**src/source/fpMulPkg.sv**
```systemverilog
package fpMulPkg;

    // one binary32 word, seen whole or split into its fields
    typedef union packed {
        logic [31:0] raw;
        struct packed {
            logic        sign;
            logic [7:0]  exponent;
            logic [22:0] fraction;
        } fields;
    } fpWord;

    // rounding modes, codes above rmRmm fall back to nearest-even
    localparam logic [2:0] rmRne = 3'b000;
    localparam logic [2:0] rmRtz = 3'b001;
    localparam logic [2:0] rmRdn = 3'b010;
    localparam logic [2:0] rmRup = 3'b011;
    localparam logic [2:0] rmRmm = 3'b100;

    // operand class carried down the pipeline
    localparam logic [1:0] skNormal = 2'd0;
    localparam logic [1:0] skZero   = 2'd1;
    localparam logic [1:0] skInf    = 2'd2;
    localparam logic [1:0] skNan    = 2'd3;

    // canonical quiet NaN
    localparam logic [31:0] qNan = 32'h7FC0_0000;

    localparam logic signed [9:0] expBias = 10'sd127;

endpackage
```
**src/source/fpMulTop.sv**
```systemverilog
`timescale 1ns/1ps

module fpMulTop
    import fpMulPkg::*;
(
    input  logic       clk,
    input  logic       rstN,
    input  logic       req,
    input  fpWord      x,
    input  fpWord      y,
    input  logic [2:0] rMode,
    output logic       ack,
    output fpWord      z,
    output logic       ovrf,
    output logic       udrf
);

    localparam int ProdWidth = 48;

    // booth to norm
    logic                 boothValid;
    logic                 boothSign;
    logic signed [9:0]    boothExpSum;
    logic [1:0]           boothSpecKind;
    logic [ProdWidth-1:0] fracFull;
    logic [2:0]           boothRMode;

    // norm to round
    logic                 normValid;
    logic [26:0]          fracNorm;
    logic                 normShift;
    logic                 normSign;
    logic signed [9:0]    normExpSum;
    logic [1:0]           normSpecKind;
    logic [2:0]           normRMode;

    fpMulBooth #(
        .ProdWidth(ProdWidth)
    ) booth (
        .clk       (clk),
        .rstN      (rstN),
        .req       (req),
        .ack       (ack),
        .x         (x),
        .y         (y),
        .rMode     (rMode),
        .boothValid(boothValid),
        .sign      (boothSign),
        .expSum    (boothExpSum),
        .specKind  (boothSpecKind),
        .fracFull  (fracFull),
        .rModeOut  (boothRMode)
    );

    fpMulNorm #(
        .ProdWidth(ProdWidth)
    ) norm (
        .clk        (clk),
        .rstN       (rstN),
        .boothValid (boothValid),
        .sign       (boothSign),
        .expSum     (boothExpSum),
        .specKind   (boothSpecKind),
        .fracFull   (fracFull),
        .rMode      (boothRMode),
        .normValid  (normValid),
        .fracNorm   (fracNorm),
        .normShift  (normShift),
        .signOut    (normSign),
        .expSumOut  (normExpSum),
        .specKindOut(normSpecKind),
        .rModeOut   (normRMode)
    );

    fpMulRound round (
        .clk      (clk),
        .rstN     (rstN),
        .req      (req),
        .normValid(normValid),
        .fracNorm (fracNorm),
        .normShift(normShift),
        .sign     (normSign),
        .expSum   (normExpSum),
        .specKind (normSpecKind),
        .rMode    (normRMode),
        .z        (z),
        .ovrf     (ovrf),
        .udrf     (udrf),
        .ack      (ack)
    );

    fpMulChecker #(
        .ProdWidth(ProdWidth)
    ) crossChecks (
        .clk       (clk),
        .rstN      (rstN),
        .x         (x),
        .y         (y),
        .boothValid(boothValid),
        .fracFull  (fracFull),
        .normValid (normValid),
        .fracNorm  (fracNorm),
        .sign      (normSign),
        .ack       (ack),
        .z         (z)
    );

endmodule

```
**src/source/fpMulChecker.sv**
```systemverilog
`timescale 1ns/1ps

module fpMulChecker
    import fpMulPkg::*;
#(
    parameter int ProdWidth = 48
) (
    input  logic                 clk,
    input  logic                 rstN,
    input  fpWord                x,
    input  fpWord                y,
    input  logic                 boothValid,
    input  logic [ProdWidth-1:0] fracFull,
    input  logic                 normValid,
    input  logic [26:0]          fracNorm,
    input  logic                 sign,
    input  logic                 ack,
    input  fpWord                z
);

    logic                 xZero;
    logic                 yZero;
    logic                 xSpecial;
    logic                 ySpecial;
    logic                 zeroCase;
    logic                 signXor;
    logic [ProdWidth-1:0] shifted;
    logic [26:0]          fracExpect;

    always_comb begin
        xZero    = (x.fields.exponent == 8'h00);
        yZero    = (y.fields.exponent == 8'h00);
        xSpecial = (x.fields.exponent == 8'hFF);
        ySpecial = (y.fields.exponent == 8'hFF);
        zeroCase = (xZero || yZero) && !xSpecial && !ySpecial;
        signXor  = x.fields.sign ^ y.fields.sign;

        // reference normalization of the booth product
        shifted    = fracFull << !fracFull[ProdWidth-1];
        fracExpect = {shifted[ProdWidth-1:ProdWidth-26], (shifted[ProdWidth-27:0] != '0)};
    end

    // operands are only guaranteed stable until req drops, so sample at ack rise
    zeroTimesNumber: assert property (@(posedge clk) disable iff (!rstN)
        $rose(ack) && zeroCase |-> z.raw == {signXor, 31'd0});

    normSign: assert property (@(posedge clk) disable iff (!rstN)
        normValid |-> sign == signXor);

    // booth product as seen when the norm stage captured it
    normFraction: assert property (@(posedge clk) disable iff (!rstN)
        boothValid |=> fracNorm == $past(fracExpect));

    resultHeld: assert property (@(posedge clk) disable iff (!rstN)
        ack |=> !ack || $stable(z));

endmodule

```
**src/source/fpMulRound.sv**
```systemverilog
`timescale 1ns/1ps

module fpMulRound
    import fpMulPkg::*;
(
    input  logic              clk,
    input  logic              rstN,
    input  logic              req,
    input  logic              normValid,
    input  logic [26:0]       fracNorm,
    input  logic              normShift,
    input  logic              sign,
    input  logic signed [9:0] expSum,
    input  logic [1:0]        specKind,
    input  logic [2:0]        rMode,
    output fpWord             z,
    output logic              ovrf,
    output logic              udrf,
    output logic              ack
);

    logic              guard;
    logic              sticky;
    logic              lsb;
    logic              inexact;
    logic              inc;
    logic [24:0]       sigRounded;
    logic              carry;
    logic signed [9:0] expFinal;
    logic [22:0]       fracFinal;
    fpWord             zNext;
    logic              ovrfNext;
    logic              udrfNext;

    always_comb begin
        guard   = fracNorm[2];
        sticky  = |fracNorm[1:0];
        lsb     = fracNorm[3];
        inexact = guard || sticky;

        case (rMode)
            rmRtz:   inc = 1'b0;
            rmRdn:   inc = inexact && sign;
            rmRup:   inc = inexact && !sign;
            rmRmm:   inc = guard;
            // nearest-even, also for the unused codes
            default: inc = guard && (sticky || lsb);
        endcase

        sigRounded = {1'b0, fracNorm[26:3]} + {24'd0, inc};
        carry      = sigRounded[24];
        // on carry the significand is 10...0, the fraction is all zero
        fracFinal  = carry ? sigRounded[23:1] : sigRounded[22:0];
        expFinal   = expSum + $signed({9'd0, normShift}) + $signed({9'd0, carry});

        ovrfNext = 1'b0;
        udrfNext = 1'b0;
        case (specKind)
            skZero: begin
                zNext.raw = {sign, 31'd0};
            end
            skInf: begin
                zNext.raw = {sign, 8'hFF, 23'd0};
            end
            skNan: begin
                zNext.raw = qNan;
            end
            default: begin
                if (expFinal >= 10'sd255) begin
                    zNext.raw = {sign, 8'hFF, 23'd0};
                    ovrfNext  = 1'b1;
                end else if (expFinal < 10'sd1) begin
                    // no gradual underflow
                    zNext.raw = {sign, 31'd0};
                    udrfNext  = 1'b1;
                end else begin
                    zNext.fields.sign     = sign;
                    zNext.fields.exponent = expFinal[7:0];
                    zNext.fields.fraction = fracFinal;
                end
            end
        endcase
    end

    always_ff @(posedge clk) begin
        if (!rstN) begin
            ack  <= 1'b0;
            ovrf <= 1'b0;
            udrf <= 1'b0;
        end else if (normValid) begin
            ack  <= 1'b1;
            ovrf <= ovrfNext;
            udrf <= udrfNext;
        end else if (ack && !req) begin
            ack <= 1'b0;
        end
    end

    always_ff @(posedge clk) begin
        if (normValid) begin
            z <= zNext;
        end
    end

    flagsExclusive: assert property (@(posedge clk) disable iff (!rstN)
        !(ovrf && udrf));

endmodule

```
**src/source/fpMulNorm.sv**
```systemverilog
`timescale 1ns/1ps

module fpMulNorm
    import fpMulPkg::*;
#(
    parameter int ProdWidth = 48
) (
    input  logic                 clk,
    input  logic                 rstN,
    input  logic                 boothValid,
    input  logic                 sign,
    input  logic signed [9:0]    expSum,
    input  logic [1:0]           specKind,
    input  logic [ProdWidth-1:0] fracFull,
    input  logic [2:0]           rMode,
    output logic                 normValid,
    output logic [26:0]          fracNorm,
    output logic                 normShift,
    output logic                 signOut,
    output logic signed [9:0]    expSumOut,
    output logic [1:0]           specKindOut,
    output logic [2:0]           rModeOut
);

    logic [ProdWidth-1:0] aligned;
    logic                 sticky;

    always_comb begin
        // product of two 1.x values lies in [1, 4)
        aligned = fracFull[ProdWidth-1] ? fracFull : {fracFull[ProdWidth-2:0], 1'b0};
        sticky  = |aligned[ProdWidth-27:0];
    end

    always_ff @(posedge clk) begin
        if (!rstN) begin
            normValid <= 1'b0;
        end else begin
            normValid <= boothValid;
        end
    end

    always_ff @(posedge clk) begin
        if (boothValid) begin
            fracNorm    <= {aligned[ProdWidth-1 -: 26], sticky};
            normShift   <= fracFull[ProdWidth-1];
            signOut     <= sign;
            expSumOut   <= expSum;
            specKindOut <= specKind;
            rModeOut    <= rMode;
        end
    end

    // booth classified the operands, so a normal product must lead with a one
    leadingOne: assert property (@(posedge clk) disable iff (!rstN)
        normValid && (specKindOut == skNormal) |-> fracNorm[26]);

endmodule

```
**src/source/fpMulBooth.sv**
```systemverilog
`timescale 1ns/1ps

module fpMulBooth
    import fpMulPkg::*;
#(
    parameter int ProdWidth = 48
) (
    input  logic                 clk,
    input  logic                 rstN,
    input  logic                 req,
    input  logic                 ack,
    input  fpWord                x,
    input  fpWord                y,
    input  logic [2:0]           rMode,
    output logic                 boothValid,
    output logic                 sign,
    output logic signed [9:0]    expSum,
    output logic [1:0]           specKind,
    output logic [ProdWidth-1:0] fracFull,
    output logic [2:0]           rModeOut
);

    localparam int SigWidth = ProdWidth / 2;

    logic                busy;
    logic                ackSeen;
    logic                start;
    logic                accept;
    logic                xZero;
    logic                xInf;
    logic                xNan;
    logic                yZero;
    logic                yInf;
    logic                yNan;
    logic [1:0]          kind;
    logic [SigWidth-1:0] sigX;
    logic [SigWidth-1:0] sigY;

    assign accept = req && !busy;

    always_comb begin
        // subnormals are flushed, so exponent 0 means zero
        xZero = (x.fields.exponent == 8'h00);
        xInf  = (x.fields.exponent == 8'hFF) && (x.fields.fraction == 23'd0);
        xNan  = (x.fields.exponent == 8'hFF) && (x.fields.fraction != 23'd0);
        yZero = (y.fields.exponent == 8'h00);
        yInf  = (y.fields.exponent == 8'hFF) && (y.fields.fraction == 23'd0);
        yNan  = (y.fields.exponent == 8'hFF) && (y.fields.fraction != 23'd0);

        if (xNan || yNan || (xInf && yZero) || (yInf && xZero)) begin
            kind = skNan;
        end else if (xInf || yInf) begin
            kind = skInf;
        end else if (xZero || yZero) begin
            kind = skZero;
        end else begin
            kind = skNormal;
        end

        // hidden bit restored, zero operand forces a zero product
        sigX = xZero ? '0 : {1'b1, x.fields.fraction};
        sigY = yZero ? '0 : {1'b1, y.fields.fraction};
    end

    // request tracking, one operation in flight
    always_ff @(posedge clk) begin
        if (!rstN) begin
            busy    <= 1'b0;
            ackSeen <= 1'b0;
            start   <= 1'b0;
        end else begin
            start <= accept;
            if (accept) begin
                busy <= 1'b1;
            end else if (busy && (ackSeen || ack) && !req) begin
                busy    <= 1'b0;
                ackSeen <= 1'b0;
            end else if (busy && ack) begin
                ackSeen <= 1'b1;
            end
        end
    end

    always_ff @(posedge clk) begin
        if (!rstN) begin
            boothValid <= 1'b0;
        end else begin
            boothValid <= start;
        end
    end

    always_ff @(posedge clk) begin
        if (start) begin
            sign     <= x.fields.sign ^ y.fields.sign;
            expSum   <= $signed({2'b00, x.fields.exponent})
                      + $signed({2'b00, y.fields.exponent}) - expBias;
            specKind <= kind;
            fracFull <= sigX * sigY;
            rModeOut <= rMode;
        end
    end

    // ack belongs to the round stage, so this ties both ends of the handshake
    noAcceptDuringAck: assert property (@(posedge clk) disable iff (!rstN)
        accept |-> !ack);

endmodule

```
**config.mk**
```make
export PLATFORM = sky130hd
export DESIGN_NAME = fpMulTop
export DESIGN_NICKNAME = d
export VERILOG_FILES = /design/src/source/fpMulPkg.sv /design/src/source/fpMulTop.sv /design/src/source/fpMulChecker.sv /design/src/source/fpMulRound.sv /design/src/source/fpMulNorm.sv /design/src/source/fpMulBooth.sv
export SDC_FILE = /design/constraint.sdc
export NUM_CORES = 2
export LEC_CHECK = 0
export BUFFER_PORTS_ARGS = -buffer_cell sky130_fd_sc_hd__buf_2
export CORE_AREA = 2 2 220 222
export CTS_BUF_LIST = sky130_fd_sc_hd__clkbuf_4
export CTS_CLUSTER_DIAMETER = 100
export DETAILED_ROUTE_END_ITERATION = 10
export DIE_AREA = 0 0 222 224
export PLACE_DENSITY = 0.78
export SLEW_MARGIN = 20
export SYNTH_ARGS = -nofsm -noshare
export SYNTH_HDL_FRONTEND = slang
export SYNTH_SLANG_ARGS = --single-unit
```
**constraint.sdc**
```tcl
create_clock -name clk -period 9.6 [get_ports clk]
set_clock_uncertainty 0.2 [all_clocks]
set_input_delay 1.44 -clock clk [delete_from_list [all_inputs] [get_ports clk]]
set_output_delay 1.44 -clock clk [all_outputs]
set_load 0.005 [all_outputs]
```
==> results.txt <==
Status = finished, final reports clean
Post-CTS sizing = 0
Overall Global Routing Usage = 0.275
Fraction of the mapped netlist area in adder cells = 0.465
# hold bufs at CTS = 0
Max clock buf depth = 2
Post-synthesis net count = 3,459
Sequential area share after synthesis = 0.169
Core ar. = 47,300 um2
Routed vias/inst = 5.75
Hold Violations, Final = 0
CP max stage cell = fa_1
IO buf count = 104
Post-Synth XOR/XNOR Area = 0.0274
Synthesis warning total = 0
Asr flop ratio synth = 0
Post-synthesis cell type count = 70
Synth Area in Simple Gates = 0.163
Vias in the first global route = 20.5k
Area grow syn2layout = 5.31%
Final wirelength = 66,500 um
CTS Buf Count = 17
Setup TNS = 0 ns
Post CTS Setup Buffer Count = 0
Rows = 80
Full die area = 49,700 um2
CTS clk-pin slew, worst paths = 0.12 ns
Post-synthesis mux area share = 0.0125
Worst-Margin Slew = 0.997 ns
Fmax achieved = 113 MHz
Critical path's largest stage delay = 0.55 ns
DRC Markers = 0
Max-Cap Viols = 0
Root buffer cell = clkbuf_4
Cell mode on critical path = fa_1
HPWL Detailed = 51,500 um
Hold depth = 0
# fillers = 4,011
Crit Path Category = primary input to flip-flop
Critical Path Start Type = primary input
Crit Path Max Fanout = 83
FF+latch count, synth = 148
First-pass GRT wire length = 108,000 um
Clock latency on the worst-skew pair = 0.54 ns
Via count = 19.3k
Min-Delay Path Class = flip-flop to flip-flop
H-tree levels = 4
Initial antenna violation count = 4
Unrepaired setup endpoints after global routing = false
Fin. max-slew vios = 0
Netlist area before placement = 25,900 um2
Die Span X = 222 um
Gr ovfl total = 0
DR pass1 iterations = 6
Avg Inst Size Synth = 9.51 um2
Fin nets = 3,467
Period utilization = 0.919
FF-to-FF path depth = 21
Compound-gate portion of the synthesized area = 0.0549
Crit end category = flip-flop
Critical path required time = 9.69 ns
CTS tree = done
Pin count of the biggest net entering global routing = 84
Ys flop type = edfxtp_1
Cells after Synth = 2,719
Ports = 105
Largest family of logic cells by synthesized area = adder cells
Placer Congestion = 0.928
Slew Limit Headroom = 0.335
Initial drt markers = 1,663
Layout cells sized above 1 = 0.0836
Post-DRT Antenna Nets = 0
Critical path data arrival time = 8.91 ns
Starting Density = 0.546
# setup viols final = 0
Post-synth EDFFs = 140
Die Y = 224 um
Clock sinks = 148
Fin crit period = 8.82 ns
Wirelength per Cell = 19.8 um
## layout make-up
class                   instances  area (um2)  area share
clock inverters                14         189     0.00694
diodes                          3        7.51    0.000276
repair buffers                149         883      0.0324
flip-flops and latches        148        4370       0.160
clock buffers                  17         128     0.00469
well taps                     615         769      0.0283
inverters                     582        2180      0.0802
multi-input cells            1829       18700       0.687
## sequential cells by signal (all words and copies together), names as in the netlist
| name | count |
|---|---|
| round.ovrf | 1 |
| norm.normValid | 1 |
| booth.rModeOut | 3 |
| round.ack | 1 |
| norm.expSumOut | 10 |
| norm.fracNorm | 27 |
| booth.expSum | 10 |
| booth.ackSeen | 1 |
| norm.normShift | 1 |
| booth.boothValid | 1 |
| booth.start | 1 |
| booth.specKind | 2 |
| booth.sign | 1 |
| round.udrf | 1 |
| norm.rModeOut | 3 |
| booth.busy | 1 |
| norm.specKindOut | 2 |
| norm.signOut | 1 |
| booth.fracFull | 48 |
| round.z | 32 |
## layer usage
| metal | share of wire | vias to the layer above | global-route usage |
|---|---|---|---|
| met1 | 0.40 | 9627 | 0.365 |
| li1 | - | 8544 | - |
| met3 | 0.090 | 172 | 0.0501 |
| met5 | 0.00020 | - | 0 |
| met4 | 0.036 | 2 | 0.0987 |
| met2 | 0.48 | 945 | 0.457 |
## cells in the final DEF (no fill, tap or decap), types with 22 or more instances in the layout
| master | synthesis | final |
|---|---|---|
| inv_1 | 582 | 582 |
| fa_1 | 484 | 484 |
| nand2_1 | 328 | 328 |
| and3_1 | 268 | 268 |
| ha_1 | 186 | 186 |
| edfxtp_1 | 140 | 140 |
| buf_2 | 7 | 104 |
| nor2_1 | 67 | 66 |
| a21oi_1 | 61 | 61 |
| xnor2_1 | 44 | 44 |
| buf_4 | 1 | 43 |
| nand3_1 | 41 | 41 |
| xor2_1 | 37 | 37 |
| and2_1 | 34 | 34 |
| a21o_1 | 34 | 34 |
| o21ai_0 | 27 | 27 |
| mux2_2 | 26 | 26 |
| nand4_1 | 22 | 22 |
## synthesized netlist by cell type (4+ instances only)
| library cell | number | area share |
|---|---|---|
| nor2_1 | 67 | 0.0097 |
| buf_2 | 7 | 0.0014 |
| xnor2_1 | 44 | 0.015 |
| nand4_1 | 22 | 0.0053 |
| mux2_2 | 26 | 0.011 |
| nand2b_1 | 11 | 0.0027 |
| a21oi_1 | 61 | 0.012 |
| nand3_1 | 41 | 0.0079 |
| ha_1 | 186 | 0.090 |
| a21o_1 | 34 | 0.0099 |
| edfxtp_1 | 140 | 0.16 |
| or4_1 | 7 | 0.0020 |
| fa_1 | 484 | 0.37 |
| and2_0 | 5 | 0.0012 |
| o31ai_1 | 5 | 0.0015 |
| nor3_1 | 17 | 0.0033 |
| a31oi_1 | 6 | 0.0015 |
| o211ai_1 | 7 | 0.0020 |
| a211oi_1 | 4 | 0.0012 |
| dfxtp_1 | 8 | 0.0062 |
| and3_1 | 268 | 0.065 |
| o21bai_1 | 14 | 0.0041 |
| clkbuf_1 | 151 | 0.022 |
| or2_2 | 7 | 0.0017 |
| and2_1 | 34 | 0.0082 |
| o21a_1 | 15 | 0.0044 |
| o21ai_0 | 27 | 0.0052 |
| inv_1 | 582 | 0.084 |
| xor2_1 | 37 | 0.013 |
| nand2_1 | 328 | 0.048 |
| a31o_2 | 4 | 0.0014 |
| nor4_1 | 14 | 0.0034 |
## through the flow
step	std cells	hold WS [ns]	instance area [um2]	setup slack, ns	utilization
global placement	3323	0.201	26900	0.366	0.568
global route	3355	0.245	27200	0.367	0.575
CTS	3354	0.235	27200	0.822	0.575
floorplan	2719	0.200	25900	0.722	-
detailed placement	3323	0.205	26900	0.236	0.568
finish	3357	0.233	27200	0.777	0.575
## worst paths after layout
| path | startpoint | endpoint | slack, ns |
|---|---|---|---|
| worst max-delay path | y[24] | booth.fracFull[40] | 0.78 |
| worst min-delay path | booth.expSum[5] | norm.expSumOut[5] | 0.23 |
| worst max register to register | norm.rModeOut[0] | round.z[21] | 3.63 |
| worst min register to register | booth.expSum[5] | norm.expSumOut[5] | 0.23 |
## critical path: cells and delay by family
family,cells,cell delay [ns]
adder cells (fa/ha/maj),8,3.91
buffers and inverters,8,0.76
AO/OA/AOI/OAI,5,1.12
XOR/XNOR,1,0.10
AND/OR/NAND/NOR,6,1.54
## kinds of logic (layout without fill, tap and decap cells)
kind of cell,Yosys count,in the layout
xor gates and xnor gates,81,81
adders and majority gates,670,670
AOI/OAI and AO/OA,211,211
DFF,148,148
and+or+nand+nor,838,838
other,0,3
buffers and inverters,742,762
muxes,29,29
Power is not shown: default switching activity piles up to over one toggle a cycle in this logic, so the estimate is an artifact.
